**src/logic/uart_tx.sv**
```systemverilog
`timescale 1ns/1ps

module uart_tx #(
  parameter int CLKS_PER_BIT = 16
) (
  input  logic       i_clock,
  input  logic       i_reset,
  input  logic       i_tx_start,
  input  logic [7:0] i_tx_data,
  output logic       o_tx_serial,
  output logic       o_tx_busy
);

  localparam int CNT_WIDTH = $clog2(CLKS_PER_BIT);

  logic [CNT_WIDTH-1:0] baud_cnt;
  logic [3:0]           bit_cnt;
  logic [8:0]           frame;  // Data bits then stop bit.

  always_ff @(posedge i_clock) begin
    if (!i_reset) begin
      o_tx_serial <= 1'b1;  // Idle line.
      o_tx_busy   <= 1'b0;
      baud_cnt    <= '0;
      bit_cnt     <= '0;
    end else if (!o_tx_busy) begin
      baud_cnt <= '0;
      bit_cnt  <= '0;
      if (i_tx_start) begin
        o_tx_serial <= 1'b0;  // Start bit.
        o_tx_busy   <= 1'b1;
      end
    end else if (baud_cnt == CNT_WIDTH'(CLKS_PER_BIT - 1)) begin
      baud_cnt <= '0;
      if (bit_cnt == 4'd9) begin
        o_tx_busy <= 1'b0;  // Stop bit done.
      end else begin
        o_tx_serial <= frame[0];
        bit_cnt     <= bit_cnt + 1'b1;
      end
    end else begin
      baud_cnt <= baud_cnt + 1'b1;
    end
  end

  always_ff @(posedge i_clock) begin
    if (!o_tx_busy && i_tx_start) begin
      frame <= {1'b1, i_tx_data};
    end else if (o_tx_busy && baud_cnt == CNT_WIDTH'(CLKS_PER_BIT - 1)) begin
      frame <= {1'b1, frame[8:1]};  // LSB first.
    end
  end

  // A start during a frame would be lost.
  a_no_start_busy: assert property (@(posedge i_clock) disable iff (!i_reset)
    !(i_tx_start && o_tx_busy));

endmodule

```
**config.mk**
```make
export PLATFORM = sky130hd
export DESIGN_NAME = uart_tx
export DESIGN_NICKNAME = d
export VERILOG_FILES = /design/src/logic/uart_tx.sv
export SDC_FILE = /design/constraint.sdc
export NUM_CORES = 1
export LEC_CHECK = 0
export ABC_AREA = 1
export BUFFER_PORTS_ARGS = -buffer_cell sky130_fd_sc_hd__buf_2
export CAP_MARGIN = 20
export CORE_ASPECT_RATIO = 0.7
export CORE_UTILIZATION = 41
export DETAILED_ROUTE_END_ITERATION = 7
export GPL_TIMING_DRIVEN = 0
export MAX_ROUTING_LAYER = met4
export SLEW_MARGIN = 30
export SYNTH_ARGS = -nofsm -noshare
export SYNTH_HDL_FRONTEND = slang
export SYNTH_SLANG_ARGS = --single-unit
```
**constraint.sdc**
```tcl
create_clock -name i_clock -period 1.9 [get_ports i_clock]
set_input_delay 0.38 -clock i_clock [delete_from_list [all_inputs] [get_ports i_clock]]
set_output_delay 0.38 -clock i_clock [all_outputs]
set_load 0.02 [all_outputs]
```
==> summary.txt <==
Drt
  • Routed Antenna Nets: 0
  • DR DRC count: 0
  • First-pass detailed-route iteration total: 4
  • Vias/cell: 4.68
  • Met2 WL: 548 um
  • Post-Route M1 WL: 686 um
  • Met3 Routed Length: 83 um
  • Max layer used: met4
  • Total Wirelength: 1.33 mm
  • Wirelength per Cell: 9.59 um
  • DR iter-0 viols: 23
  • Vias: 651

Worst hold path
  • HP Start: i_reset
  • WHS Path Cells: 2
  • HP Class: in -> reg
  • Worst Hold Path EP: o_tx_serial

Timing
  • Final Setup Violations: 0
  • Min cycle time layout: 1660 ps
  • Rel. slew slack: 0.538
  • Total negative slack: 0 ps
  • Fin. Hold Viols: 0
  • Hold WS: 302 ps
  • Worst-Margin Slew: 689 ps
  • Part of the cycle the worst path needs: 0.875
  • Fmax: 601 MHz
  • RSZ-0062 raised after global routing: false
  • Post-Route Skew: 0.582 ps
  • Slew Limit Fails: 0

Floorplanning
  • Core outline area: 1870 sq um
  • Initial Util: 0.441
  • Ports: 13
  • DIE AREA: 2200 sq um
  • Rows: 13
  • Die width: 55.6 um
  • Die span in y: 39.5 um

Pwr
  • Leak pwr: 0.394 nW
  • Power per Cell Area: 753 nW/um^2
  • Maximum VDD drop: 0.000650 V

Job
  • MaxCap Viol Count: 0

Logic synthesis
  • Syn_nets: 115
  • Post-synth top area share: 0.291
  • Mapped Cells: 101
  • Post-Syn Area: 825 sq um
  • Syn. warnings: 0
  • Area contributors post-synth: edfxtp_1, dfxtp_1, nand2_1
  • Ys flop type: dfxtp_1
  • Yosys reg bits: 18
  • Most frequent cell after synthesis: nand2_1
  • Number of synthesized flops with an enable pin: 8
  • FFs w/ async S/R, synth: 0
  • Cell variety after synth: 16
  • Mean cell area of the mapped netlist: 8.16 sq um
  • Post-synth top area cell: edfxtp_1
  • Sequential area share after synthesis: 0.534
  • Commonest cells post-synth: nand2_1, dfxtp_1, nor2_1, edfxtp_1, inv_1

Clock tree
  • Post-CTS Resized: 0
  • CTS tree: built
  • Clock-pin slew on the worst setup and hold paths: 100 ps
  • Clk sinks: 18
  • Post CTS Setup Buffer Count: 0
  • Root buffer cell: clkbuf_4
  • CTS Buf Count: 3
  • Clock buffer depth: 2
  • Worst-Skew Late Latency: 280 ps
  • Htree depth: 1
  • Cts hold-fix bufs: 0

Worst setup path
  • Register-to-Register Setup Slack: 240 ps
  • Reg2reg path depth: 3
  • FF-to-FF Start: baud_cnt[0]
  • Critical Path RT: 1830 ps
  • CP Launch Point: baud_cnt[0]
  • CP Data Arrival Time: 1590 ps
  • Startpoint types: register
  • Setup Crit Path Kind: reg -> reg
  • Worst Path Max Fanout: 8
  • Reg-to-Reg End: frame[5]
  • Worst setup EP type: register

Global route
  • GRT Total Usage: 0.155
  • Antenna violations before repair: 0
  • Vias in the first global route: 584
  • Largest net degree at the start of global routing: 11
  • GRT overflow: 0
  • First-pass GRT wire length: 2.39 mm

Cells and area
  • Fillers: 197
  • Multi-input gate area: 343 sq um
  • Register Area: 440 sq um
  • Layout cells sized above 1: 0.179
  • Final core occ: 0.502
  • Nets: 132
  • ANT cells: 0
  • Layout area overhead: 13.8%

Placement
  • Dpl hpwl: 1.01 mm
  • Input/output buffers: 12
  • RD Place Congestion: 0.781

Outcome
  • Status: complete, no violations
## worst max-delay path: stages, from the launching register on
cell	delay (ps)
dfxtp_1	380
ha_1	210
nand3_2	140
o21ai_1	580
## power by group
part	internal, W	switching (W)	total (W)	leakage [nW]
clock network	0.0000763	0.000111	0.000187	0.0154
registers	0.000433	0.0000102	0.000443	0.157
logic	0.0000275	0.0000490	0.0000765	0.222
total	0.000537	0.000170	0.000707	0.394
## cells by family after synthesis
logic type / Yosys count / synth area share
adder cells (fa/ha/maj): 3 / 0.0455
AND/OR/NAND/NOR: 63 / 0.334
AO/OA/AOI/OAI: 6 / 0.0364
buffers and inverters: 11 / 0.0501
flip-flops: 18 / 0.534
## metrics by stage
step	setup WS, ps	cells	cell area, sq um	power, W
3_3_place_gp	195	135	912	0.000529
5_1_grt	47.1	139	938	0.000751
6_report	237	139	938	0.000707
4_1_cts	191	139	938	0.000720
2_1_floorplan	421	101	825	0.000502
3_5_place_dp	209	135	912	0.000529
## cells in the final DEF, fill, tap and decap left out
cell      netlist  layout
nor2_2          1       1
a21oi_1         3       3
clkinv_1        1       2
nand2_1        41      41
buf_2           0      12
nand3_1         6       6
or2_1           1       1
clkbuf_4        0       3
inv_2           2       2
ha_1            3       3
edfxtp_1        8       8
nand3_2         1       1
o21ai_1         3       3
nor2_4          2       2
dfxtp_1        10      10
inv_1           8       8
nand4_1         2       2
nor2_1          9       9
## final cells by class
class | instances | area share
Clock inverter | 1 | 0.00400
Tap cell | 22 | 0.0293
Multi-Input combinational cell | 72 | 0.365
Timing Repair Buffer | 12 | 0.0640
Inverter | 11 | 0.0440
Clock buffer | 3 | 0.0240
Sequential cell | 18 | 0.469
## flip-flops by register name (all words and copies together) (netlist names)
| register | count |
|---|---|
| baud_cnt | 4 |
| bit_cnt | 4 |
| frame | 8 |
| o_tx_busy | 1 |
| o_tx_serial | 1 |
## per-layer routing
layer	GRT usage	vias to the layer above
met1	0.176	282
li1	-	355
met5	-	-
met3	0.0693	2
met4	0.0500	0
met2	0.253	12
## worst max-delay path by stage
| stage | endpoint |
|---|---|
| floorplan | frame[0] |
| global placement | frame[5] |
| detailed placement | frame[5] |
| CTS | frame[0] |
| global route | frame[0] |
| finish | frame[5] |
Note: power is estimated with default switching activity, not from simulation.
