==> src/logic/debug_pkg.sv <==
package debug_pkg;

  ////////////////////
  // Word format

  localparam int INSTR_WIDTH = 32;    // MIPS instruction width.
  localparam int BYTES_PER_WORD = 4;  // Serial bytes per instruction.

  ////////////////////
  // Encodings

  typedef enum logic [2:0] {
    IDLE,
    SOFT_RESET,
    SEND_ACK,
    WAIT_LOAD,
    LOAD,
    WAIT_START,
    RUN
  } debug_state_e;

  typedef enum logic [7:0] {
    CMD_RESET = 8'h00,
    CMD_LOAD  = 8'h01,
    CMD_RUN   = 8'h03,
    CMD_STEP  = 8'h07  // Bit 2 selects single step.
  } host_cmd_e;

  localparam logic [7:0] ACK_BYTE = 8'h01;  // Reply after soft reset ack.

  ////////////////////
  // Bundles

  typedef struct packed {
    logic       valid;  // One cycle per frame.
    logic [7:0] data;
  } rx_byte_t;

  typedef struct packed {
    logic                   en;
    logic [15:0]            addr;  // Memory uses the low bits.
    logic [INSTR_WIDTH-1:0] data;
  } mem_write_t;

endpackage

==> src/logic/debug_control.sv <==
`timescale 1ns/1ps

module debug_control (
  input  logic                i_clock,
  input  logic                i_reset,
  input  debug_pkg::rx_byte_t i_rx_byte,
  input  logic                i_soft_reset_ack,
  input  logic                i_halt_written,
  input  logic                i_tx_busy,
  output logic                o_tx_start,
  output logic [7:0]          o_tx_data,
  output logic                o_loading,
  output logic                o_soft_reset,
  output logic                o_run,
  output logic                o_step_mode
);

  debug_pkg::debug_state_e state;

  logic cmd_reset;
  logic cmd_load;
  logic cmd_go;

  ////////////////////
  // Command decode

  assign cmd_reset = i_rx_byte.valid && (i_rx_byte.data == debug_pkg::CMD_RESET);
  assign cmd_load  = i_rx_byte.valid && (i_rx_byte.data == debug_pkg::CMD_LOAD);
  assign cmd_go    = i_rx_byte.valid &&
                     ((i_rx_byte.data == debug_pkg::CMD_RUN) ||
                      (i_rx_byte.data == debug_pkg::CMD_STEP));

  ////////////////////
  // FSM

  always_ff @(posedge i_clock) begin
    if (!i_reset) begin
      state        <= debug_pkg::IDLE;
      o_tx_start   <= 1'b0;
      o_tx_data    <= '0;
      o_loading    <= 1'b0;
      o_soft_reset <= 1'b1;  // Active low.
      o_run        <= 1'b0;
      o_step_mode  <= 1'b0;
    end else begin
      o_tx_start <= 1'b0;  // Pulse only.
      case (state)
        debug_pkg::IDLE,
        debug_pkg::RUN: begin
          if (cmd_reset) begin
            state        <= debug_pkg::SOFT_RESET;
            o_soft_reset <= 1'b0;
            o_run        <= 1'b0;  // CPU halts while in reset.
            o_step_mode  <= 1'b0;
          end
        end
        debug_pkg::SOFT_RESET: begin
          if (!i_soft_reset_ack) begin
            state        <= debug_pkg::SEND_ACK;
            o_soft_reset <= 1'b1;
          end
        end
        debug_pkg::SEND_ACK: begin
          if (!i_tx_busy) begin
            o_tx_start <= 1'b1;
            o_tx_data  <= debug_pkg::ACK_BYTE;
            state      <= debug_pkg::WAIT_LOAD;
          end
        end
        debug_pkg::WAIT_LOAD: begin
          if (cmd_load) begin
            state     <= debug_pkg::LOAD;
            o_loading <= 1'b1;
          end
        end
        debug_pkg::LOAD: begin
          // Every byte here is program data.
          if (i_halt_written) begin
            state     <= debug_pkg::WAIT_START;
            o_loading <= 1'b0;
          end
        end
        debug_pkg::WAIT_START: begin
          if (cmd_go) begin
            state       <= debug_pkg::RUN;
            o_run       <= 1'b1;
            o_step_mode <= i_rx_byte.data[2];  // Step when set.
          end
        end
        default: state <= debug_pkg::IDLE;
      endcase
    end
  end

  a_run_not_in_reset: assert property (@(posedge i_clock) disable iff (!i_reset)
    !(o_run && !o_soft_reset));

endmodule

==> config.mk <==
export PLATFORM = sky130hd
export DESIGN_NAME = debug_control
export DESIGN_NICKNAME = d
export VERILOG_FILES = /design/src/logic/debug_pkg.sv /design/src/logic/debug_control.sv
export SDC_FILE = /design/constraint.sdc
export NUM_CORES = 1
export LEC_CHECK = 0
export BUFFER_PORTS_ARGS = -buffer_cell sky130_fd_sc_hd__buf_4
export CAP_MARGIN = 20
export CELL_PAD_IN_SITES_DETAIL_PLACEMENT = 0
export CELL_PAD_IN_SITES_GLOBAL_PLACEMENT = 2
export CORE_MARGIN = 8
export CORE_UTILIZATION = 22
export DETAILED_ROUTE_END_ITERATION = 6
export PLACE_DENSITY = 0.72
export SYNTH_ARGS = -nofsm -noshare
export SYNTH_HDL_FRONTEND = slang
export SYNTH_SLANG_ARGS = --single-unit
==> constraint.sdc <==
create_clock -name i_clock -period 1.48 [get_ports i_clock]
set_clock_uncertainty 0.1 [all_clocks]
set_input_delay 0.074 -clock i_clock [delete_from_list [all_inputs] [get_ports i_clock]]
set_output_delay 0.074 -clock i_clock [all_outputs]
set_load 0.005 [all_outputs]
==> flow_summary.ini <==
[die]
core-area_um2 = 2690
ios = 27
die_x_um = 68.4
floorplan.initialDensity = 0.225
row_count = 19
fp.dieH_um = 68.4
die_area_um2 = 4680

[grt]
grt_max_degree = 9
overflow = 0
grtUsageTotal = 0.0808
grt_pass1_vias = 673
grt_pass1_wl_um = 2820
antenna_found_initial = 0

[timing]
min_period_ps = 1620
rsz0062_at_grt = true
period_share = 1.10
finalSetupTns_ps = -484
hold_viol = 0
fin_ws_ps = -142
final_max_slew_viol_count = 0
finalHoldWorstSlack_ps = 67.3
fmax_ghz = 0.616
setup_viol = 6

[synth]
synth_edf_count = 0
syn_inst = 68
seq_area_frac_synth = 0.298
yosysTopAreaCellShare = 0.298
synthTopCellsByCount = dfxtp_1 (9), buf_4 (8), a21oi_1 (5), nand2_1 (5)
ys_warn_count = 0
avgSynthCellArea_um2 = 8.89
ys_types = 36
ys_ff_latch = 9
synth.most_common_cell = dfxtp_1
synth-main-ff-cell = dfxtp_1
yosys-top-cells-area = dfxtp_1 (30%), buf_4 (9.9%), a21oi_1 (4.1%), buf_6 (3.7%), a41o_1 (3.3%)
synth_area_leader_cell = dfxtp_1
syn_area_um2 = 604
async_flop_share = 0

[setup_path]
r2r-end = state[2]$_SDFFE_PN0P_
cp_num_buf_inv = 1
path_max_fanout = 4
cp_cell_sequence = buf_6 -> nor4b_4 -> a311o_1 -> a21oi_4 -> a31oi_1 -> a41o_1
crit_slowest_cell = a311o_1
cp.required_ps = 1540
criticalPathCategory = flip-flop to flip-flop
worstPathArrival_ps = 1680
reg2reg_slack_ps = -140
cp_top_family = compound AO/OA/AOI/OAI gates
r2r-start = state[2]$_SDFFE_PN0P_
end_kind = flip-flop
cpPeakStageDelay_ps = 360
start_kind = flip-flop
r2r_cells = 6

[finish]
area_delta_synth_final_pct = 66.5
fin_cells = 140
fin_nets = 124
final_util = 0.374
diodes = 0
drive_gt1_frac = 0.532

[drt]
drtIter0Drc = 12
routed_wl_um = 1710
ant_nets = 0
wl_per_cell_um = 12.2
drc = 0
firstDrtPassIters = 3
viasPerCell = 4.52
vias = 633

[clocking]
cts-root-buf = clkbuf_4
cts_buffer_depth = 2
htreeDepth = 1
cts_buffers = 3
insertion_delay_ps = 260
cts_tree = done
cts_num_sinks = 9
path_clk_slew_ps = 60

[worst_hold_path]
hold_path_class = input pin to flip-flop
holdPathEnd = o_soft_reset$_SDFFE_PN1P_
min_path_cells = 3
hp-start = i_soft_reset_ack

[power]
seqPwrFrac = 0.481
power_density_nw_per_um2 = 494
combPwrFrac = 0.136
switching_share = 0.232
power.share.clock = 0.383
p_int_w = 0.000382
p_sw_w = 0.000115
ir_drop_mv = 0.378
total_power_w = 0.000497
power.leakage_nw = 0.444

[status]
violations = setup timing
status = finished, violations left

[place]
place.port_buffers = 19
hpwlAfterDp_um = 1380
gp_congestion = 0.753
place_inst = 128

[job]
drv_cap = 0
## flip-flops by register name, summed over array words and instances (netlist names)
signal	count
state	3
o_loading	1
o_step_mode	1
o_soft_reset	1
o_tx_start	1
o_run	1
o_tx_data	1
## cells in the final DEF, fill, tap and decap left out, drive strengths merged, types with 3 or more instances in the layout
master and count:
buf 39, dfxtp 9, conb 7, a21oi 6
nand2 5, clkbuf 4, dlygate4sd3 3, nor2 3
nor4b 3
## per-layer routing
layer | track usage | part of all wire
met5 | 0 | 0
met1 | 0.0872 | 0.43
met3 | 0.0507 | 0.10
met2 | 0.123 | 0.45
met4 | 0.0358 | 0.019
## worst register-to-register path: cells and delay by family, from the launching register on
| kind | cells | cell delay [ps] |
|---|---|---|
| buf+inv | 1 | 110 |
| simple gates | 1 | 120 |
| flops | 1 | 350 |
| compound gates | 4 | 850 |
## layout make-up
class / count / area (µm²)
clock buffers: 4 / 26.3
flip-flops and latches: 9 / 189
repair buffers: 42 / 339
fillers: 293 / 1680
multi-input cells: 52 / 405
well taps: 31 / 38.8
inverters: 2 / 7.51
## cell families (layout without fill, tap and decap cells)
kind of cell              Yosys count  after routing  share of synthesized area
other                               1              7                    0.00621
AOI/OAI and AO/OA                  16             16                      0.201
xor gates and xnor gates            1              1                     0.0269
DFF                                 9              9                      0.298
and+or+nand+nor                    28             28                      0.313
buffers and inverters              13             48                      0.155
## power by group through the flow
stage,combinational [W],clock (W),sequential [W]
6_report,0.0000678,0.000190,0.000239
5_1_grt,0.0000742,0.000223,0.000239
4_1_cts,0.0000655,0.000202,0.000239
3_5_place_dp,0.0000573,0,0.000248
3_3_place_gp,0.0000573,0,0.000248
2_1_floorplan,0.0000316,0,0.000248
## worst max path at each step
stage	startpoint	end	slack, ps	cells past startpoint
after floorplan	state[1]$_SDFFE_PN0P_	state[1]$_SDFFE_PN0P_	-10	6
after global placement	state[2]$_SDFFE_PN0P_	state[2]$_SDFFE_PN0P_	-210	6
after detailed placement	state[2]$_SDFFE_PN0P_	state[1]$_SDFFE_PN0P_	-240	6
after CTS	state[2]$_SDFFE_PN0P_	state[2]$_SDFFE_PN0P_	-140	6
after global routing	state[2]$_SDFFE_PN0P_	state[2]$_SDFFE_PN0P_	-210	6
final	state[2]$_SDFFE_PN0P_	state[2]$_SDFFE_PN0P_	-140	6
## per-stage QoR
step	setup slack, ps	area [µm²]
3_3_place_gp	-214	853
5_1_grt	-214	1010
6_report	-142	1010
2_1_floorplan	-9.77	637
4_1_cts	-139	981
3_5_place_dp	-243	853
## what timing repair did
action,CTS,global route
hold endpoints to repair,4,0
pin swaps,8,3
gates cloned,0,0
buffers inserted,5,0
resized for setup,9,5
endpoints found under the setup margin,6,6
hold buffers,3,0
Note: power is estimated with default switching activity, not from simulation.
