**config.mk**
```make
export PLATFORM = sky130hd
export DESIGN_NAME = uart_rx
export DESIGN_NICKNAME = d
export VERILOG_FILES = /design/src/logic/debug_pkg.sv /design/src/logic/uart_rx.sv
export SDC_FILE = /design/constraint.sdc
export NUM_CORES = 1
export LEC_CHECK = 0
export ABC_AREA = 1
export BUFFER_PORTS_ARGS = -buffer_cell sky130_fd_sc_hd__buf_4
export CAP_MARGIN = 10
export CORE_MARGIN = 8
export CORE_UTILIZATION = 51
export DETAILED_ROUTE_END_ITERATION = 10
export PLACE_DENSITY = 0.72
export SYNTH_ARGS = -nofsm -noshare
export SYNTH_HDL_FRONTEND = slang
export SYNTH_SLANG_ARGS = --single-unit
```
**constraint.sdc**
```tcl
create_clock -name i_clock -period 1.55 [get_ports i_clock]
set_input_delay 0.31 -clock i_clock [delete_from_list [all_inputs] [get_ports i_clock]]
set_output_delay 0.31 -clock i_clock [all_outputs]
set_load 0.02 [all_outputs]
```
**src/logic/debug_pkg.sv**
```systemverilog
package debug_pkg;

  ////////////////////
  // Word format

  localparam int INSTR_WIDTH = 32;    // MIPS instruction width.
  localparam int BYTES_PER_WORD = 4;  // Serial bytes per instruction.

  ////////////////////
  // Encodings

  typedef enum logic [2:0] {
    IDLE,
    SOFT_RESET,
    SEND_ACK,
    WAIT_LOAD,
    LOAD,
    WAIT_START,
    RUN
  } debug_state_e;

  typedef enum logic [7:0] {
    CMD_RESET = 8'h00,
    CMD_LOAD  = 8'h01,
    CMD_RUN   = 8'h03,
    CMD_STEP  = 8'h07  // Bit 2 selects single step.
  } host_cmd_e;

  localparam logic [7:0] ACK_BYTE = 8'h01;  // Reply after soft reset ack.

  ////////////////////
  // Bundles

  typedef struct packed {
    logic       valid;  // One cycle per frame.
    logic [7:0] data;
  } rx_byte_t;

  typedef struct packed {
    logic                   en;
    logic [15:0]            addr;  // Memory uses the low bits.
    logic [INSTR_WIDTH-1:0] data;
  } mem_write_t;

endpackage

```
**src/logic/uart_rx.sv**
```systemverilog
`timescale 1ns/1ps

module uart_rx #(
  parameter int CLKS_PER_BIT = 16  // 8 or more.
) (
  input  logic                i_clock,
  input  logic                i_reset,
  input  logic                i_rx_serial,
  output debug_pkg::rx_byte_t o_rx_byte
);

  typedef enum logic [1:0] {
    RX_IDLE,
    RX_START,
    RX_DATA,
    RX_STOP
  } rx_state_e;

  localparam int CNT_WIDTH = $clog2(CLKS_PER_BIT);
  localparam int SYNC_LAT = 3;  // Synchronizer plus edge detect.
  localparam int START_WAIT = CLKS_PER_BIT / 2 - SYNC_LAT;

  logic                 rx_meta;
  logic                 rx_sync;
  rx_state_e            state;
  logic [CNT_WIDTH-1:0] baud_cnt;
  logic [2:0]           bit_idx;
  logic [7:0]           shift;
  logic                 rx_valid;
  logic                 bit_end;

  assign bit_end = (baud_cnt == CNT_WIDTH'(CLKS_PER_BIT - 1));

  always_ff @(posedge i_clock) begin
    if (!i_reset) begin
      rx_meta <= 1'b1;
      rx_sync <= 1'b1;
    end else begin
      rx_meta <= i_rx_serial;
      rx_sync <= rx_meta;
    end
  end

  always_ff @(posedge i_clock) begin
    if (!i_reset) begin
      state    <= RX_IDLE;
      baud_cnt <= '0;
      bit_idx  <= '0;
      rx_valid <= 1'b0;
    end else begin
      rx_valid <= 1'b0;
      case (state)
        RX_IDLE: begin
          baud_cnt <= '0;
          if (!rx_sync) state <= RX_START;  // Falling edge seen.
        end
        RX_START: begin
          if (baud_cnt == CNT_WIDTH'(START_WAIT)) begin
            baud_cnt <= '0;
            bit_idx  <= '0;
            state    <= rx_sync ? RX_IDLE : RX_DATA;  // Glitch rejected.
          end else begin
            baud_cnt <= baud_cnt + 1'b1;
          end
        end
        RX_DATA: begin
          if (bit_end) begin
            baud_cnt <= '0;
            bit_idx  <= bit_idx + 1'b1;
            if (bit_idx == 3'd7) state <= RX_STOP;
          end else begin
            baud_cnt <= baud_cnt + 1'b1;
          end
        end
        default: begin
          if (bit_end) begin
            rx_valid <= rx_sync;  // Low stop bit drops the frame.
            state    <= RX_IDLE;
          end else begin
            baud_cnt <= baud_cnt + 1'b1;
          end
        end
      endcase
    end
  end

  always_ff @(posedge i_clock) begin
    if (state == RX_DATA && bit_end) shift <= {rx_sync, shift[7:1]};  // LSB first.
  end

  assign o_rx_byte = '{valid: rx_valid, data: shift};

endmodule

```
==> flow_summary_export.csv, run 1 <==
group,metric,value,unit
sta,hold_violations,0,
pwr,pwr_density_cell,1090,nW/um2
sta,relSlewSlack,78.4,%
worst_setup_path,crit_required,1.59,ns
finish,final_util,65.2,%
finish,nFillCells,155,
global_routing,grt_pass1_vias,680,
min_path,worstHoldPathCells,2,
clock_tree,clk_pin_slew,0.12,ns
detailed_routing,drt_iter0_markers,14,
detailed_routing,wl_met3,84,um
worst_setup_path,reg2reg_depth,4,
finish,area_growth,19.8,%
detailed_routing,vias,726,
sta,rsz0062_at_grt,"false",
worst_setup_path,critPathLaunchType,"register",
global_routing,grt_start_max_net_pins,13,
global_routing,grt_first_pass_wirelength,2.82,mm
sta,fin_tns_setup,0,ns
worst_setup_path,critPathKind,"register to register",
worst_setup_path,end_kind,"register",
worst_setup_path,r2r-start,"baud_cnt[0]",
sta,fin_crit,1.46,ns
yosys,syn-num-nets,108,
pwr,seqPwrFrac,46.7,%
sta,tightest_slew,0.322,ns
detailed_routing,wl_met2,923,um
sta,fmaxAchievable,683,MHz
pwr,p_int,908,uW
detailed_routing,wl_met1,747,um
finish,layout_common_cells,"nand2_1 (17), buf_4 (14), inv_1 (11), dfxtp_1 (11)",
detailed_routing,firstDrtPassIters,4,
min_path,hold_class,"input port to register",
run,cap_violations,0,
finish,drive_above_1_share,30.7,%
pwr,swShare,27.0,%
finish,final_common_cell,"nand2_1",
sta,finalSetupViolations,0,
yosys,synth_cells,97,
worst_setup_path,timing.rr.end,"shift[2]",
detailed_routing,routed_wl,1.78,mm
pwr,power.switching,335,uW
yosys,yosysSeqAreaShare,50.6,%
finish,final_nets,126,
sta,timing.final.crit_share,94.5,%
detailed_routing,antenna_left,0,
detailed_routing,top_layer_used,"met4",
die,rows,15,
global_routing,grt-ovfl-total,0,
clock_tree,cts_made_buffers,3,
placed_design,dp_hpwl,1.30,mm
pwr,irDropWorstVdd,0.000589,V
sta,maxSlewViolCount,0,
die,core_area,1750,um2
placed_design,gp_congestion,0.825,
global_routing,grt_usage,10.5,%
detailed_routing,route.detailed.drc,0,
placed_design,io_buffer_count,11,
yosys,synth_cell_types,23,
sta,finClkSkew,0.00375,ns
clock_tree,cts_root_buf,"clkbuf_4",
outcome,outcome,"complete, no violations",
die,die_w,59.2,um
clock_tree,htreeDepth,1,
finish,register_area,482,um2
clock_tree,clockBufferDepth,2,
worst_setup_path,r2r_slack,0.09,ns
pwr,p_comb_share,18.9,%
min_path,hold_start,"i_rx_serial",
yosys,synth_area,950,um2
detailed_routing,wl_per_cell,12.8,um
finish,diodes,0,
pwr,p_leak,0.000443,uW
min_path,hold_end,"rx_meta",
yosys,ys_warn_count,0,
pwr,finalPower,1240,uW
finish,multi_input_area,422,um2
die,start_util,54.4,%
global_routing,antenna_found_initial,0,
die,die_y,59.2,um
clock_tree,cts_sinks,20,
die,die_area,3500,um2
pwr,p_clk_share,34.4,%
clock_tree,cts_tree,"yes",
detailed_routing,routed_via_density,5.22,
die,pin_count,12,
yosys,synth_seq_cells,20,
clock_tree,clk_latency,0.30,ns
yosys,avgSynthCellArea,9.79,um2
worst_setup_path,cp_max_fo,6,
worst_setup_path,cp.arrival,1.50,ns
-- synthesized netlist by cell type --
cell type / n / share of area [%]
a21oi_1: 8 / 4.2
nand3b_1: 1 / 0.79
nand3_4: 1 / 1.8
nor3_2: 1 / 1.1
xor2_1: 1 / 0.92
ha_1: 8 / 11
nor2_4: 2 / 2.4
inv_2: 1 / 0.39
nand2_1: 17 / 6.7
nor2_2: 1 / 0.66
buf_4: 1 / 0.79
nand3_2: 2 / 2.1
nand3_1: 8 / 4.2
dfxtp_1: 12 / 25
or2_2: 3 / 2.0
inv_1: 11 / 4.3
o21ai_2: 1 / 0.92
edfxtp_1: 8 / 25
nor4_1: 1 / 0.66
nor2_1: 3 / 1.2
nand2_2: 1 / 0.66
a21oi_2: 1 / 0.92
o21ai_0: 4 / 2.1
-- through the flow --
step | instance area (um2) | instances | hold slack, ns | setup slack [ns]
finish | 1140 | 139 | 0.185 | 0.0850
global route | 1140 | 139 | 0.185 | 0.00817
CTS | 1110 | 136 | 0.179 | 0.0539
detailed placement | 1060 | 132 | 0.402 | 0.0966
global placement | 1060 | 132 | 0.395 | 0.0842
floorplan | 950 | 97 | 0.393 | 0.232
-- metal layers --
metal  up-vias  track usage [%]
met3         6             2.60
met1       342             11.5
met5         -                0
li1        360                -
met2        18             17.9
met4         0             5.80
-- power by group through the flow --
stage          combinational [uW]  clock, uW  sequential [uW]
2_1_floorplan                 183          0              588
3_3_place_gp                  222          0              592
3_5_place_dp                  225          0              592
4_1_cts                       229        436              580
5_1_grt                       267        448              583
6_report                      235        428              580
-- worst max-delay path: stages (launching register included) --
cell     delay, ns
dfxtp_1       0.40
ha_1          0.26
nand3_4       0.15
nor2_4        0.22
buf_4         0.17
-- flip-flops by register name (all words and copies together) (netlist names) --
signal    cells
shift         8
bit_idx       3
rx_sync       1
state         2
baud_cnt      4
rx_meta       1
rx_valid      1
-- layout make-up --
cell class / count / share of cell area [%]
sequential: 20 / 42.4
clock inverter: 1 / 2.64
timing repair buffer: 14 / 9.24
clock buffer: 3 / 1.98
tap: 25 / 2.75
inverter: 12 / 3.96
multi-input combinational: 64 / 37.1
-- logic make-up after synthesis --
logic type | count (synthesis) | synth area share, %
adders and majority gates | 8 | 10.5
xor gates and xnor gates | 1 | 0.922
AOI/OAI and AO/OA | 14 | 8.17
buffers and inverters | 13 | 5.53
DFF | 20 | 50.6
and+or+nand+nor | 41 | 24.2
-- how the worst max path moves through the flow --
| stage | to | cells after the start | start | slack (ns) |
|---|---|---|---|---|
| 5_1_grt | shift[2] | 4 | baud_cnt[1] | 0.008 |
| 6_report | shift[2] | 4 | baud_cnt[0] | 0.09 |
| 3_5_place_dp | bit_idx[0] | 6 | state[0] | 0.1 |
| 4_1_cts | bit_idx[0] | 6 | state[0] | 0.05 |
| 2_1_floorplan | baud_cnt[0] | 8 | state[1] | 0.23 |
| 3_3_place_gp | bit_idx[0] | 6 | state[0] | 0.08 |
-- repair_timing --
action                                  in CTS  in global routing
gates resized for setup                      0                  3
hold buffers                                 0                  0
endpoints found under the setup margin       0                 14
setup buffers                                0                  3
Note: power is estimated with default switching activity, not from simulation.
==> inputs of run 2 (changes only) <==
Clock period 1.55 ns to 1.8 ns, I/O delays scaled along.
==> run 2 against run 1 <==
Non-clock buffer count down 3. Cell count down 2.2%. Count of clock-buffer cells in the layout unchanged. Via count down 3.2%. Critical path type unchanged.
==> flow_summary_export.csv, run 2 (synthesized netlist as in run 1, its figures left out) <==
group,metric,value,unit
placed_design,io_buffer_count,11,
clock_tree,cts_tree,"yes",
die,die_w,59.2,um
global_routing,grt_first_pass_wirelength,2.82,mm
placed_design,gp_congestion,0.825,
detailed_routing,drt_iter0_markers,14,
clock_tree,post_cts_resized,0,
worst_setup_path,cp_top_family,"simple AND/OR/NAND/NOR gates",
pwr,pwr_density_cell,960,nW/um2
global_routing,use_met3,2.60,%
worst_setup_path,cp_max_fo,11,
finish,final_common_cell,"nand2_1",
detailed_routing,routed_wl,1.70,mm
sta,finalSetupViolations,0,
clock_tree,htreeDepth,1,
global_routing,antenna_found_initial,0,
finish,layout_common_cells,"nand2_1 (17), dfxtp_1 (12), inv_1 (11), buf_4 (11)",
worst_setup_path,cp_slowest_stage_delay,0.35,ns
clock_tree,clk_latency,0.30,ns
pwr,irDropWorstVdd,0.000514,V
clock_tree,holdBufCountCts,0,
clock_tree,clk_pin_slew,0.11,ns
worst_setup_path,cp_cell_sequence,"inv_1, ha_1, inv_1, nor2_4, a21oi_1, nor3_2",
worst_setup_path,cp.arrival,1.74,ns
finish,drive_above_1_share,26.1,%
finish,nFillCells,159,
global_routing,grt-ovfl-total,0,
sta,finClkSkew,0.00112,ns
detailed_routing,wl_per_cell,12.5,um
global_routing,grt_start_max_net_pins,13,
die,die_y,59.2,um
finish,final_util,63.5,%
run,cap_violations,0,
sta,fin_tns_setup,0,ns
sta,hold_violations,0,
global_routing,grt_pass1_vias,680,
detailed_routing,firstDrtPassIters,5,
placed_design,dp_hpwl,1.30,mm
sta,fin_crit,1.49,ns
clock_tree,cts_sinks,20,
worst_setup_path,crit_required,2.04,ns
min_path,hold_class,"input port to register",
detailed_routing,route.detailed.drc,0,
worst_setup_path,critPathLaunchType,"register",
finish,top_regs,"shift: 8 flops, baud_cnt: 4 flops, bit_idx: 3 flops",
worst_setup_path,slowest_stage,"dfxtp_1",
sta,maxSlewViolCount,0,
sta,timing.final.crit_share,83.0,%
sta,fmaxAchievable,669,MHz
sta,tightest_slew,0.335,ns
worst_setup_path,end_kind,"register",
detailed_routing,antenna_left,0,
sta,rsz0062_at_grt,"false",
finish,final_nets,123,
clock_tree,cts_setup_buffers,0,
detailed_routing,routed_via_density,5.17,
finish,largest_reg_flops,8,
die,rows,15,
global_routing,grt_usage,10.5,%
worst_setup_path,critPathBufInv,2,
global_routing,use_met1,11.5,%
worst_setup_path,crit_top_cell,"inv_1",
pwr,p_leak,0.000428,uW
finish,area_growth,16.7,%
clock_tree,cts_root_buf,"clkbuf_4",
die,core_area,1750,um2
clock_tree,cts_made_buffers,3,
sta,relSlewSlack,77.5,%
worst_setup_path,critPathKind,"register to register",
die,start_util,54.4,%
outcome,outcome,"complete, no violations",
die,pin_count,12,
finish,regMostFlops,"shift",
global_routing,top_usage_layer,"met2",
pwr,finalPower,1060,uW
die,die_area,3500,um2
clock_tree,clockBufferDepth,2,
detailed_routing,vias,703,
finish,diodes,0,
global_routing,met2_usage,17.9,%
==> run 2: per-stage QoR <==
stage               cells  hold slack (ns)  instance area, um2  setup slack [ns]
global route          136            0.235                1110             0.153
global placement      132            0.395                1060             0.334
finish                136            0.237                1110             0.306
floorplan              97            0.393                 950             0.482
CTS                   136            0.229                1110             0.304
detailed placement    132            0.402                1060             0.347
==> run 2: worst reg2reg max path, delay by kind of cell, from the launching register on <==
kind | cells | cell delay (ns)
AO/OA/AOI/OAI | 1 | 0.13
adder cells (fa/ha/maj) | 1 | 0.27
buffers and inverters | 2 | 0.24
flip-flops | 1 | 0.35
AND/OR/NAND/NOR | 2 | 0.44
==> run 2: final cells by class <==
type / instances / area, um2 / area share [%]
Inverter: 12 / 45.0 / 4.06
Clock buffer: 3 / 22.5 / 2.03
Clock inverter: 1 / 30.0 / 2.71
Sequential cell: 20 / 480 / 43.3
Multi-Input combinational cell: 64 / 417 / 37.6
Timing Repair Buffer: 11 / 82.6 / 7.45
Tap cell: 25 / 31.3 / 2.82
==> run 2: power breakdown <==
part           internal [uW]  switching (uW)
Combinational           71.1             127
Sequential               484            15.6
Clock                    225             141
Total                    780             284
==> run 2: path summary, 6_finish.rpt <==
path,start,to,cells past startpoint,slack [ns]
worst max register to register,state[0],bit_idx[0],6,0.31
worst min-delay path,i_rx_serial,rx_meta,2,0.24
worst min register to register,rx_meta,rx_sync,1,0.43
worst max-delay path,state[0],bit_idx[0],6,0.31
==> run 2: routing by layer <==
| metal | part of all wire (%) | up-vias |
|---|---|---|
| met5 | 0 | - |
| met4 | 1.7 | 0 |
| met3 | 2.4 | 4 |
| met2 | 50 | 9 |
| met1 | 46 | 335 |
| li1 | - | 355 |
