### src/logic/debug_pkg.sv
package debug_pkg;

  ////////////////////
  // Word format

  localparam int INSTR_WIDTH = 32;    // MIPS instruction width.
  localparam int BYTES_PER_WORD = 4;  // Serial bytes per instruction.

  ////////////////////
  // Encodings

  typedef enum logic [2:0] {
    IDLE,
    SOFT_RESET,
    SEND_ACK,
    WAIT_LOAD,
    LOAD,
    WAIT_START,
    RUN
  } debug_state_e;

  typedef enum logic [7:0] {
    CMD_RESET = 8'h00,
    CMD_LOAD  = 8'h01,
    CMD_RUN   = 8'h03,
    CMD_STEP  = 8'h07  // Bit 2 selects single step.
  } host_cmd_e;

  localparam logic [7:0] ACK_BYTE = 8'h01;  // Reply after soft reset ack.

  ////////////////////
  // Bundles

  typedef struct packed {
    logic       valid;  // One cycle per frame.
    logic [7:0] data;
  } rx_byte_t;

  typedef struct packed {
    logic                   en;
    logic [15:0]            addr;  // Memory uses the low bits.
    logic [INSTR_WIDTH-1:0] data;
  } mem_write_t;

endpackage

### src/logic/word_assembler.sv
`timescale 1ns/1ps

module word_assembler #(
  parameter int ADDR_WIDTH = 10
) (
  input  logic                  i_clock,
  input  logic                  i_reset,
  input  logic                  i_loading,
  input  debug_pkg::rx_byte_t   i_rx_byte,
  output debug_pkg::mem_write_t o_mem_wr,
  output logic                  o_halt_written
);

  localparam int W = debug_pkg::INSTR_WIDTH;
  localparam int CNT_WIDTH = $clog2(debug_pkg::BYTES_PER_WORD);

  logic [W-1:0]          shift;
  logic [W-1:0]          next_word;
  logic [W-1:0]          wr_data;
  logic [ADDR_WIDTH-1:0] wr_addr;
  logic [ADDR_WIDTH-1:0] addr_cnt;
  logic [CNT_WIDTH-1:0]  byte_cnt;
  logic                  wr_en;
  logic                  take;
  logic                  word_done;

  assign take      = i_loading && i_rx_byte.valid;
  assign next_word = {shift[W-9:0], i_rx_byte.data};  // MSB first.
  assign word_done = take && (byte_cnt == CNT_WIDTH'(debug_pkg::BYTES_PER_WORD - 1));

  always_ff @(posedge i_clock) begin
    if (!i_reset) begin
      byte_cnt       <= '0;
      addr_cnt       <= '0;
      wr_en          <= 1'b0;
      o_halt_written <= 1'b0;
    end else begin
      wr_en          <= word_done;
      o_halt_written <= word_done && (next_word == '0);  // HALT word.
      if (!i_loading) begin
        byte_cnt <= '0;  // Restart at address 0.
        addr_cnt <= '0;
      end else if (take) begin
        byte_cnt <= word_done ? '0 : byte_cnt + 1'b1;
        if (word_done) addr_cnt <= addr_cnt + 1'b1;
      end
    end
  end

  always_ff @(posedge i_clock) begin
    if (take) shift <= next_word;
    if (word_done) begin
      wr_data <= next_word;
      wr_addr <= addr_cnt;
    end
  end

  assign o_mem_wr = '{en: wr_en, addr: 16'(wr_addr), data: wr_data};

  a_write_while_loading: assert property (@(posedge i_clock) disable iff (!i_reset)
    o_mem_wr.en |-> i_loading);

endmodule

### config.mk
export PLATFORM = sky130hd
export DESIGN_NAME = word_assembler
export DESIGN_NICKNAME = d
export VERILOG_FILES = /design/src/logic/debug_pkg.sv /design/src/logic/word_assembler.sv
export SDC_FILE = /design/constraint.sdc
export NUM_CORES = 1
export LEC_CHECK = 0
export ABC_AREA = 1
export ABC_CLOCK_PERIOD_IN_PS = 2100
export BUFFER_PORTS_ARGS = -buffer_cell sky130_fd_sc_hd__buf_2
export CAP_MARGIN = 25
export CORE_UTILIZATION = 40
export CTS_BUF_LIST = sky130_fd_sc_hd__clkbuf_8
export DETAILED_ROUTE_END_ITERATION = 7
export PLACE_DENSITY = 0.71
export SYNTH_ARGS = -nofsm -noshare
export SYNTH_HDL_FRONTEND = slang
export SYNTH_SLANG_ARGS = --single-unit
### constraint.sdc
create_clock -name i_clock -period 2.1 [get_ports i_clock]
set_input_delay 0.105 -clock i_clock [delete_from_list [all_inputs] [get_ports i_clock]]
set_output_delay 0.105 -clock i_clock [all_outputs]
set_load 0.02 [all_outputs]
==> metrics.log, run 1 <==
INFO  metric final_layout_size_suffix_gt1_frac = 0.277
INFO  metric report.final.hold_viol_count = 0
INFO  metric drv_cap = 0
INFO  metric synth-async-reset-ratio = 0
INFO  metric groute.layer.met3.usage = 0.0597
INFO  metric globalRouteMet1Util = 0.152
INFO  metric crit_path_max_fanout = 35
INFO  metric yosysSeqAreaShare = 0.810
INFO  metric status = finished, final reports clean
INFO  metric cts_num_sinks = 80
INFO  metric criticalPathCategory = reg -> reg
INFO  metric clk_path_buf_depth = 2
INFO  metric cts_root_buf = sky130_fd_sc_hd__clkbuf_8
INFO  metric synthCells = 191
INFO  metric detailed_place_hpwl = 2.92 mm
INFO  metric postSynthAreaPerCell = approximately 15 µm²
INFO  metric worstPathArrival = about 2000 ps
INFO  metric synthDistinctLibCells = 17
INFO  metric num_rows = 30
INFO  metric finalNetCount = 280
INFO  metric cts.htree.levels = 3
INFO  metric track_usage = 0.131
INFO  metric port_buffers = 55
INFO  metric worstSkewPairLatency = 350 ps
INFO  metric routedWlPerCell = around 13 µm
INFO  metric floorplan.core_area = between 0.006 and 0.007 mm²
INFO  metric global_route.usage.met2 = 0.212
INFO  metric finClkSkew = 6.59 ps
INFO  metric overflow = 0
INFO  metric synth_area_leader_cell = sky130_fd_sc_hd__edfxtp_1
INFO  metric io_pins = 62
INFO  metric synthToLayoutAreaGrowth = 22.7%
INFO  metric ys_top_cells_by_area = sky130_fd_sc_hd__edfxtp_1, sky130_fd_sc_hd__dfxtp_1, sky130_fd_sc_hd__nor2_1
INFO  metric drcViolationCount = 0
INFO  metric cts_inserted_buffers = 9
INFO  metric fp.dieW = ~86 µm
INFO  metric whs_path_depth = 3
INFO  metric antenna_cells_inserted = 0
INFO  metric power_density = 819 mW/mm²
INFO  metric number_of_synthesized_flops_with_an_enable_pin = 66
INFO  metric r2r_cells = 7
INFO  metric gp_congestion = 0.725
INFO  metric static-leakage-power = 0.00132 µW
INFO  metric grt_first_pass_wirelength = 6.94 mm
INFO  metric setup.worst_path.end_class = register
INFO  metric yosysMostFrequentCell = sky130_fd_sc_hd__edfxtp_1
INFO  metric antenna_violations_before_repair = 0
INFO  metric stdcell_area = 0.00343 mm²
INFO  metric highest_clock_rate = 0.578 GHz
INFO  metric hold_class = in -> reg
INFO  metric timing.critical_path.from_type = register
INFO  metric fin_crit = ~1700 ps
INFO  metric postRouteAntennaNets = 0
INFO  metric die_height = about 86 µm
INFO  metric routed_wl = 4.40 mm
INFO  metric clk_pin_slew = 70 ps
INFO  metric dr.first_iter.drc_count = 99
INFO  metric routed-via-count = about 1600
INFO  metric cts_tree = yes
INFO  metric rsz0062_at_grt = false
INFO  metric final.setup.tns = 0 ps
INFO  metric grt_pass1_vias = 1478
INFO  metric setup_viol = 0
INFO  metric timing.critical_path.required = 2380 ps
INFO  metric ys.flop_type = sky130_fd_sc_hd__edfxtp_1
INFO  metric netlist_area = 0.00279 mm²
INFO  metric vias_per_inst = roughly 4.5
INFO  metric synth-warning-count = 0
INFO  metric synth.top_cell.area_share = 0.709
INFO  metric post_synth_most_frequent_cells = sky130_fd_sc_hd__edfxtp_1, sky130_fd_sc_hd__nor2_1, sky130_fd_sc_hd__nand2_1
INFO  metric gr-max-usage-layer = met2
INFO  metric grt_start_max_net_pins = 36
INFO  metric dpl-instance-area = 0.00316 mm²
INFO  metric fp.dieArea = 0.00732 mm²
INFO  metric report.final.slew_viol_count = 0
INFO  metric vdd.ir_drop.worst = 0.486 mV
INFO  metric synth-seq-cells = 80
INFO  metric drt_pre_antenna_iters = 4
INFO  metric final_min_period_over_clock_period = 0.824
INFO  metric initial_utilization = 0.414
==> stage by stage <==
step | setup slack, ps | cells | total power (µW) | hold slack, ps | utilization
after floorplan | 61.2 | 196 | 1820 | 204 | -
final | 370 | 351 | 2810 | 83.5 | 0.507
after global placement | 473 | 326 | 1840 | 318 | 0.468
after detailed placement | 394 | 326 | 1850 | 324 | 0.468
after global routing | 202 | 351 | 2920 | 111 | 0.507
after CTS | 365 | 351 | 2830 | 80.7 | 0.507
==> cells by family after synthesis <==
group,after synthesis,share of synthesized area
adders and majority gates,2,0.00896
buffers and inverters,22,0.0390
xor gates and xnor gates,1,0.00314
and+or+nand+nor,74,0.116
AOI/OAI and AO/OA,11,0.0215
other,1,0.00134
DFF,80,0.810
==> what timing repair did <==
action,in CTS,in global routing
buffers inserted,0,0
resized for setup,0,0
hold buffers,9,0
endpoints found under the hold margin,17,0
==> worst paths after layout <==
path | startpoint | to | slack [ps]
worst max-delay path | byte_cnt[0] | addr_cnt[2] | 370
worst min-delay path | i_rx_byte[8] | byte_cnt[1] | 80
worst max register to register | byte_cnt[0] | addr_cnt[2] | 370
worst min register to register | shift[16] | wr_data[24] | 450
==> power breakdown <==
| group | switching (µW) | total (µW) | internal, µW | leakage (µW) |
|---|---|---|---|---|
| clock network | 534 | 986 | 452 | 0.0000855 |
| logic | 45.8 | 74.2 | 28.4 | 0.000504 |
| registers | 14.0 | 1750 | 1730 | 0.000730 |
| total | 593 | 2810 | 2210 | 0.00132 |
==> placed cells by master, fill, tap and decap left out, types with 6 or more instances in the layout <==
cell / n
sky130_fd_sc_hd__nor2_1: 32
sky130_fd_sc_hd__buf_2: 55
sky130_fd_sc_hd__dlygate4sd3_1: 9
sky130_fd_sc_hd__a21oi_1: 7
sky130_fd_sc_hd__nand3_1: 8
sky130_fd_sc_hd__nand2_1: 27
sky130_fd_sc_hd__clkbuf_8: 10
sky130_fd_sc_hd__conb_1: 6
sky130_fd_sc_hd__edfxtp_1: 66
sky130_fd_sc_hd__dfxtp_1: 14
sky130_fd_sc_hd__inv_1: 15
==> cell type report <==
| type | count | area (µm²) |
|---|---|---|
| well taps | 80 | 100 |
| flip-flops and latches | 80 | 2260 |
| fillers | 598 | 3330 |
| repair buffers | 66 | 393 |
| clock inverters | 6 | 36.3 |
| clock buffers | 10 | 138 |
| inverters | 15 | 56.3 |
| multi-input cells | 94 | 442 |
==> routing by layer <==
metal  vias to the layer above  share of wire
li1                        795              -
met1                       739           0.43
met2                        48           0.49
met3                         8          0.059
met4                         0          0.017
met5                         -              0
==> flip-flops by register name (all words and copies together) (netlist names) <==
name / count
addr_cnt: 10
byte_cnt: 2
o_halt_written: 1
shift: 24
wr_addr: 10
wr_data: 32
wr_en: 1
==> worst max-delay path, stage by stage (launching register included) <==
cell	delay, ps
sky130_fd_sc_hd__dfxtp_1	330
sky130_fd_sc_hd__ha_1	240
sky130_fd_sc_hd__nand3_4	130
sky130_fd_sc_hd__clkinv_1	360
sky130_fd_sc_hd__buf_12	320
sky130_fd_sc_hd__nand2_1	90
sky130_fd_sc_hd__o21ai_0	70
sky130_fd_sc_hd__a21oi_1	120
(Power assumes the default switching activity.)
==> run 2, diff against run 1 <==
--- a/config.mk
+++ b/config.mk
@@ -6,13 +6,13 @@
 export NUM_CORES = 1
 export LEC_CHECK = 0
 export ABC_AREA = 1
-export ABC_CLOCK_PERIOD_IN_PS = 2100
+export ABC_CLOCK_PERIOD_IN_PS = 1680
 export BUFFER_PORTS_ARGS = -buffer_cell sky130_fd_sc_hd__buf_2
 export CAP_MARGIN = 25
 export CORE_UTILIZATION = 40
 export CTS_BUF_LIST = sky130_fd_sc_hd__clkbuf_8
 export DETAILED_ROUTE_END_ITERATION = 7
-export PLACE_DENSITY = 0.71
+export PLACE_DENSITY = 0.69
 export SYNTH_ARGS = -nofsm -noshare
 export SYNTH_HDL_FRONTEND = slang
 export SYNTH_SLANG_ARGS = --single-unit
==> constraint.sdc (replaced) <==
create_clock -name i_clock -period 1.68 [get_ports i_clock]
set_input_delay 0.084 -clock i_clock [delete_from_list [all_inputs] [get_ports i_clock]]
set_output_delay 0.084 -clock i_clock [all_outputs]
set_load 0.02 [all_outputs]
==> run 2 against run 1 <==
Effect of this change:
- power is 22% higher
- die area stayed put
- non-clock buffer count stayed put
- first-iteration DRC count is 12% lower
- critical endpoint unchanged
==> metrics.log, run 2 (synthesized netlist as in run 1, its figures left out) <==
INFO  metric layout_commonest_cell = sky130_fd_sc_hd__edfxtp_1
INFO  metric cts.htree.levels = 3
INFO  metric setup_slack = 228 ps
INFO  metric dpl-instance-area = 0.00317 mm²
INFO  metric report.final.slew_viol_count = 0
INFO  metric antenna_violations_before_repair = 0
INFO  metric setup.worst_path.end_class = register
INFO  metric num_rows = 30
INFO  metric max_stage_delay = around 360 ps
INFO  metric track_usage = 0.131
INFO  metric synthToLayoutAreaGrowth = 22.4%
INFO  metric overflow = 0
INFO  metric fp.dieArea = 0.00732 mm²
INFO  metric worstPathCellList = ha_2 -> nand3_4 -> clkinvlp_4 -> buf_12 -> nand2_2 -> o21ai_1 -> a21oi_1
INFO  metric timing.critical_path.required = around 1900 ps
INFO  metric setup_viol = 0
INFO  metric dp_worst_setup_slack = 238 ps
INFO  metric drt_pre_antenna_iters = 4
INFO  metric routedWlPerCell = about 13 µm
INFO  metric finClkSkew = 8.41 ps
INFO  metric layout_top_registers = wr_data: 32 flops, shift: 24 flops
INFO  metric cts_root_buf = sky130_fd_sc_hd__clkbuf_8
INFO  metric largest_register_ffs = 32
INFO  metric initial_utilization = 0.414
INFO  metric grt_first_pass_wirelength = 7.02 mm
INFO  metric port_buffers = 55
INFO  metric worst-r2r-setup-slack = 230 ps
INFO  metric final.setup.tns = 0 ps
INFO  metric routed-via-count = 1612
INFO  metric static-leakage-power = approximately 0.0013 µW
INFO  metric finalNetCount = 280
INFO  metric final_min_period_over_clock_period = 0.864
INFO  metric most_frequent_cells_in_the_layout = sky130_fd_sc_hd__edfxtp_1, sky130_fd_sc_hd__buf_2, sky130_fd_sc_hd__nor2_1
INFO  metric stdcell_area = between 0.003 and 0.004 mm²
INFO  metric status = finished, final reports clean
INFO  metric crit_path_max_fanout = 44
INFO  metric vdd.ir_drop.worst = roughly 0.47 mV
INFO  metric antenna_cells_inserted = 0
INFO  metric hold_class = in -> reg
INFO  metric routed_wl = 4.42 mm
INFO  metric floorplan.core_area = 0.00676 mm²
INFO  metric worstSkewPairLatency = 340 ps
INFO  metric clk_pin_slew = roughly 70 ps
INFO  metric timing.critical_path.from_type = register
INFO  metric fin_crit = 1450 ps
INFO  metric vias_per_inst = 4.59
INFO  metric drcViolationCount = 0
INFO  metric io_pins = 62
INFO  metric grt_pass1_vias = ~1500
INFO  metric critical-path-slowest-cell = sky130_fd_sc_hd__dfxtp_1
INFO  metric drv_cap = 0
INFO  metric cts_num_sinks = 80
INFO  metric rsz0062_at_grt = false
INFO  metric die_height = 85.6 µm
INFO  metric largest_register = wr_data
INFO  metric cts_tree = yes
INFO  metric final_layout_size_suffix_gt1_frac = 0.280
INFO  metric worstPathArrival = 1690 ps
INFO  metric dr.first_iter.drc_count = 87
INFO  metric power_density = 1000 mW/mm²
INFO  metric criticalPathCategory = reg -> reg
INFO  metric highest_clock_rate = 0.689 GHz
INFO  metric grt_start_max_net_pins = 45
INFO  metric clk_path_buf_depth = 2
INFO  metric postRouteAntennaNets = 0
INFO  metric fin_total_pwr = 3430 µW
INFO  metric detailed_place_hpwl = between 2 and 3 mm
INFO  metric cts_inserted_buffers = 9
INFO  metric fp.dieW = between 80 and 90 µm
INFO  metric report.final.hold_viol_count = 0
INFO  metric cts_resized = 0
INFO  metric gp_congestion = about 0.74
[run 2: repair_timing]
item                      4_1_cts  5_1_grt
hold endpoints to repair       17        0
setup buffers                   0        0
hold buffers                    9        0
[run 2: per-stage QoR]
| stage | hold slack (ps) | utilization | cells |
|---|---|---|---|
| after floorplan | 183 | - | 196 |
| after global placement | 293 | 0.469 | 326 |
| after detailed placement | 297 | 0.469 | 326 |
| after CTS | 63.7 | 0.506 | 351 |
| after global routing | 90.9 | 0.506 | 351 |
| final | 69.4 | 0.506 | 351 |
[run 2: layer usage]
layer,part of all wire,GRT usage
met2,0.49,0.209
met5,0,0
met1,0.44,0.154
met3,0.054,0.0452
met4,0.022,0.0818
[run 2: worst paths after layout]
kind           startpoint  depth (start not counted)     endpoint
max           byte_cnt[0]                          7  addr_cnt[2]
min          i_rx_byte[8]                          3  byte_cnt[1]
min reg2reg     shift[16]                          0  wr_data[24]
max reg2reg   byte_cnt[0]                          7  addr_cnt[2]
[run 2: critical path: cells and delay by family (launching register included)]
kind / cells / cell delay (ps)
buffers and inverters: 2 / 380
flip-flops: 1 / 360
AND/OR/NAND/NOR: 2 / 230
adder cells (fa/ha/maj): 1 / 220
AO/OA/AOI/OAI: 2 / 160
[run 2: area by class of cell]
class,instances,area (µm²)
multi-input combinational,94,447
timing repair buffer,66,393
fill,570,3340
clock buffer,9,124
clock inverter,7,33.8
tap,80,100
inverter,15,60.1
sequential,80,2260
[run 2: power breakdown]
part	switching, µW	internal, µW	total [µW]	leakage, µW
clock	641	512	1150	0.0000888
combinational	57.1	35.8	92.9	0.000499
sequential	16.9	2170	2190	0.000730
==> run 3, diff against run 2 <==
--- a/config.mk
+++ b/config.mk
@@ -13,6 +13,7 @@
 export CTS_BUF_LIST = sky130_fd_sc_hd__clkbuf_8
 export DETAILED_ROUTE_END_ITERATION = 7
 export PLACE_DENSITY = 0.69
+export SETUP_SLACK_MARGIN = 0.4
 export SYNTH_ARGS = -nofsm -noshare
 export SYNTH_HDL_FRONTEND = slang
 export SYNTH_SLANG_ARGS = --single-unit
==> run 3 against run 2 <==
Effect of this change:
- sequential power hardly changed
- maximum frequency is 11% higher
- via count is 5.3% higher
- cell count is 4.3% higher
- first-iteration DRC count is 8.0% lower
- non-clock buffer count is 15 higher
- core utilization is 4.4 points higher
- sequential share of layout area is 5.1 points lower
- power is 5.1% higher
- cell area is 8.7% higher
- critical endpoint is now wr_data[0]
==> metrics.log, run 3 (synthesized netlist as in run 1, its figures left out) <==
INFO  metric final_min_period_over_clock_period = 0.777
INFO  metric antenna_cells_inserted = 0
INFO  metric highest_clock_rate = 0.766 GHz
INFO  metric routedWlPerCell = 13.7 µm
INFO  metric routed-via-count = 1697
INFO  metric detailed_place_hpwl = 2.88 mm
INFO  metric clk_pin_slew = 80 ps
INFO  metric drt_pre_antenna_iters = 4
INFO  metric final.setup.tns = 0 ps
INFO  metric rsz0062_at_grt = true
INFO  metric hold_class = in -> reg
INFO  metric switching_power = 735 µW
INFO  metric clk_path_buf_depth = 2
INFO  metric overflow = 0
INFO  metric report.final.hold_viol_count = 0
INFO  metric crit_path_max_fanout = 6
INFO  metric fin_crit = around 1300 ps
INFO  metric power.clock.fraction = 0.367
INFO  metric criticalPathCategory = reg -> reg
INFO  metric io_pins = 62
INFO  metric cts.htree.levels = 3
INFO  metric drcViolationCount = 0
INFO  metric report.final.slew_viol_count = 0
INFO  metric timing.critical_path.from_type = register
INFO  metric final_layout_size_suffix_gt1_frac = 0.353
INFO  metric grt_pass1_vias = ~1500
INFO  metric gp_congestion = 0.738
INFO  metric vias_per_inst = 4.64
INFO  metric grt_start_max_net_pins = 25
INFO  metric layout_top_registers = wr_data: 32 flops, shift: 24 flops
INFO  metric dr.first_iter.drc_count = 80
INFO  metric setup.worst_path.end_class = register
INFO  metric drv_cap = 0
INFO  metric antenna_violations_before_repair = 0
INFO  metric power_density = 970 mW/mm²
INFO  metric largest_register = wr_data
INFO  metric track_usage = 0.138
INFO  metric fin_total_pwr = roughly 3600 µW
INFO  metric power.sequential.fraction = 0.606
INFO  metric layout_commonest_cell = sky130_fd_sc_hd__edfxtp_1
INFO  metric synthToLayoutAreaGrowth = 33.1%
INFO  metric vdd.ir_drop.worst = 0.568 mV
INFO  metric die_height = 85.6 µm
INFO  metric fp.dieW = 85.6 µm
INFO  metric floorplan.core_area = 0.00676 mm²
INFO  metric routed_wl = 5.03 mm
INFO  metric most_frequent_cells_in_the_layout = sky130_fd_sc_hd__edfxtp_1, sky130_fd_sc_hd__buf_2, sky130_fd_sc_hd__nor2_1
INFO  metric num_rows = 30
INFO  metric cts_tree = yes
INFO  metric largest_register_ffs = 32
INFO  metric initial_utilization = 0.414
INFO  metric fillCellCount = 555
INFO  metric static-leakage-power = 0.00146 µW
INFO  metric finalNetCount = 295
INFO  metric finalHoldWorstSlack = 70.1 ps
INFO  metric grt_first_pass_wirelength = around 7.3 mm
INFO  metric status = finished, final reports clean
INFO  metric cts_inserted_buffers = 9
INFO  metric cp-startpoint = byte_cnt[0]
INFO  metric switching_portion_of_total_power = 0.204
INFO  metric cts_num_sinks = 80
INFO  metric finClkSkew = approximately 12 ps
INFO  metric internal_power = around 2900 µW
INFO  metric worstPathArrival = 1410 ps
INFO  metric timing.critical_path.required = 1780 ps
INFO  metric regToRegStartpoint = byte_cnt[0]
INFO  metric worstSkewPairLatency = between 300 and 400 ps
INFO  metric port_buffers = 55
INFO  metric hold_path.startpoint = i_rx_byte[8]
INFO  metric pwr-share-comb = 0.027
INFO  metric postRouteAntennaNets = 0
INFO  metric setup_viol = 0
INFO  metric cts_root_buf = sky130_fd_sc_hd__clkbuf_8
INFO  metric fp.dieArea = 0.00732 mm²
## run 3: per-layer routing
layer / share of wire / vias to the layer above / track usage
met5: 0 / - / 0
met4: 0.017 / 0 / 0.0864
met3: 0.042 / 6 / 0.0337
met2: 0.50 / 45 / 0.218
met1: 0.44 / 815 / 0.172
li1: - / 831 / -
## run 3: per-stage QoR
| step | cells | worst slack [ps] | cell area, µm² | utilization |
|---|---|---|---|---|
| after CTS | 358 | 382 | 3570 | 0.528 |
| after global placement | 326 | 337 | 3180 | 0.471 |
| after floorplan | 196 | 14.4 | 2830 | - |
| after detailed placement | 326 | 297 | 3180 | 0.471 |
| after global routing | 366 | 344 | 3720 | 0.550 |
| final | 366 | 375 | 3720 | 0.550 |
## run 3: area by class of cell
class | count | area, µm² | area share
clock inverters | 7 | 58.8 | 0.0158
clock buffers | 9 | 124 | 0.0333
well taps | 80 | 100 | 0.0269
flip-flops and latches | 80 | 2270 | 0.610
multi-input cells | 94 | 489 | 0.132
repair buffers | 81 | 617 | 0.166
inverters | 15 | 60.1 | 0.0162
## run 3: worst max-delay path, cell delays in order (launching register included)
cell	delay, ps
sky130_fd_sc_hd__dfxtp_2	340
sky130_fd_sc_hd__ha_4	160
sky130_fd_sc_hd__nand3_4	90
sky130_fd_sc_hd__clkinvlp_4	150
sky130_fd_sc_hd__buf_12	170
sky130_fd_sc_hd__clkbuf_16	150
## run 3: power by group through the flow
stage	Clock [µW]	Sequential, µW	Combinational (µW)
CTS	1350	2190	97.3
global placement	0	2230	76.6
global route	1440	2190	111
detailed placement	0	2230	78.8
floorplan	0	2230	53.9
finish	1320	2180	98.9
## run 3: final timing paths
check	slack, ps	endpoint	cells after the start
max	380	wr_data[0]	5
min	70	byte_cnt[1]	3
max reg2reg	380	wr_data[0]	5
min reg2reg	450	wr_data[29]	0
## run 3: what timing repair did
action / in CTS / in global routing
endpoints found under the setup margin: 44 / 42
buffers inserted: 5 / 5
endpoints found under the hold margin: 17 / 0
hold buffers: 9 / 0
cloned: 2 / 3
pin swaps: 0 / 6
resized for setup: 3 / 11
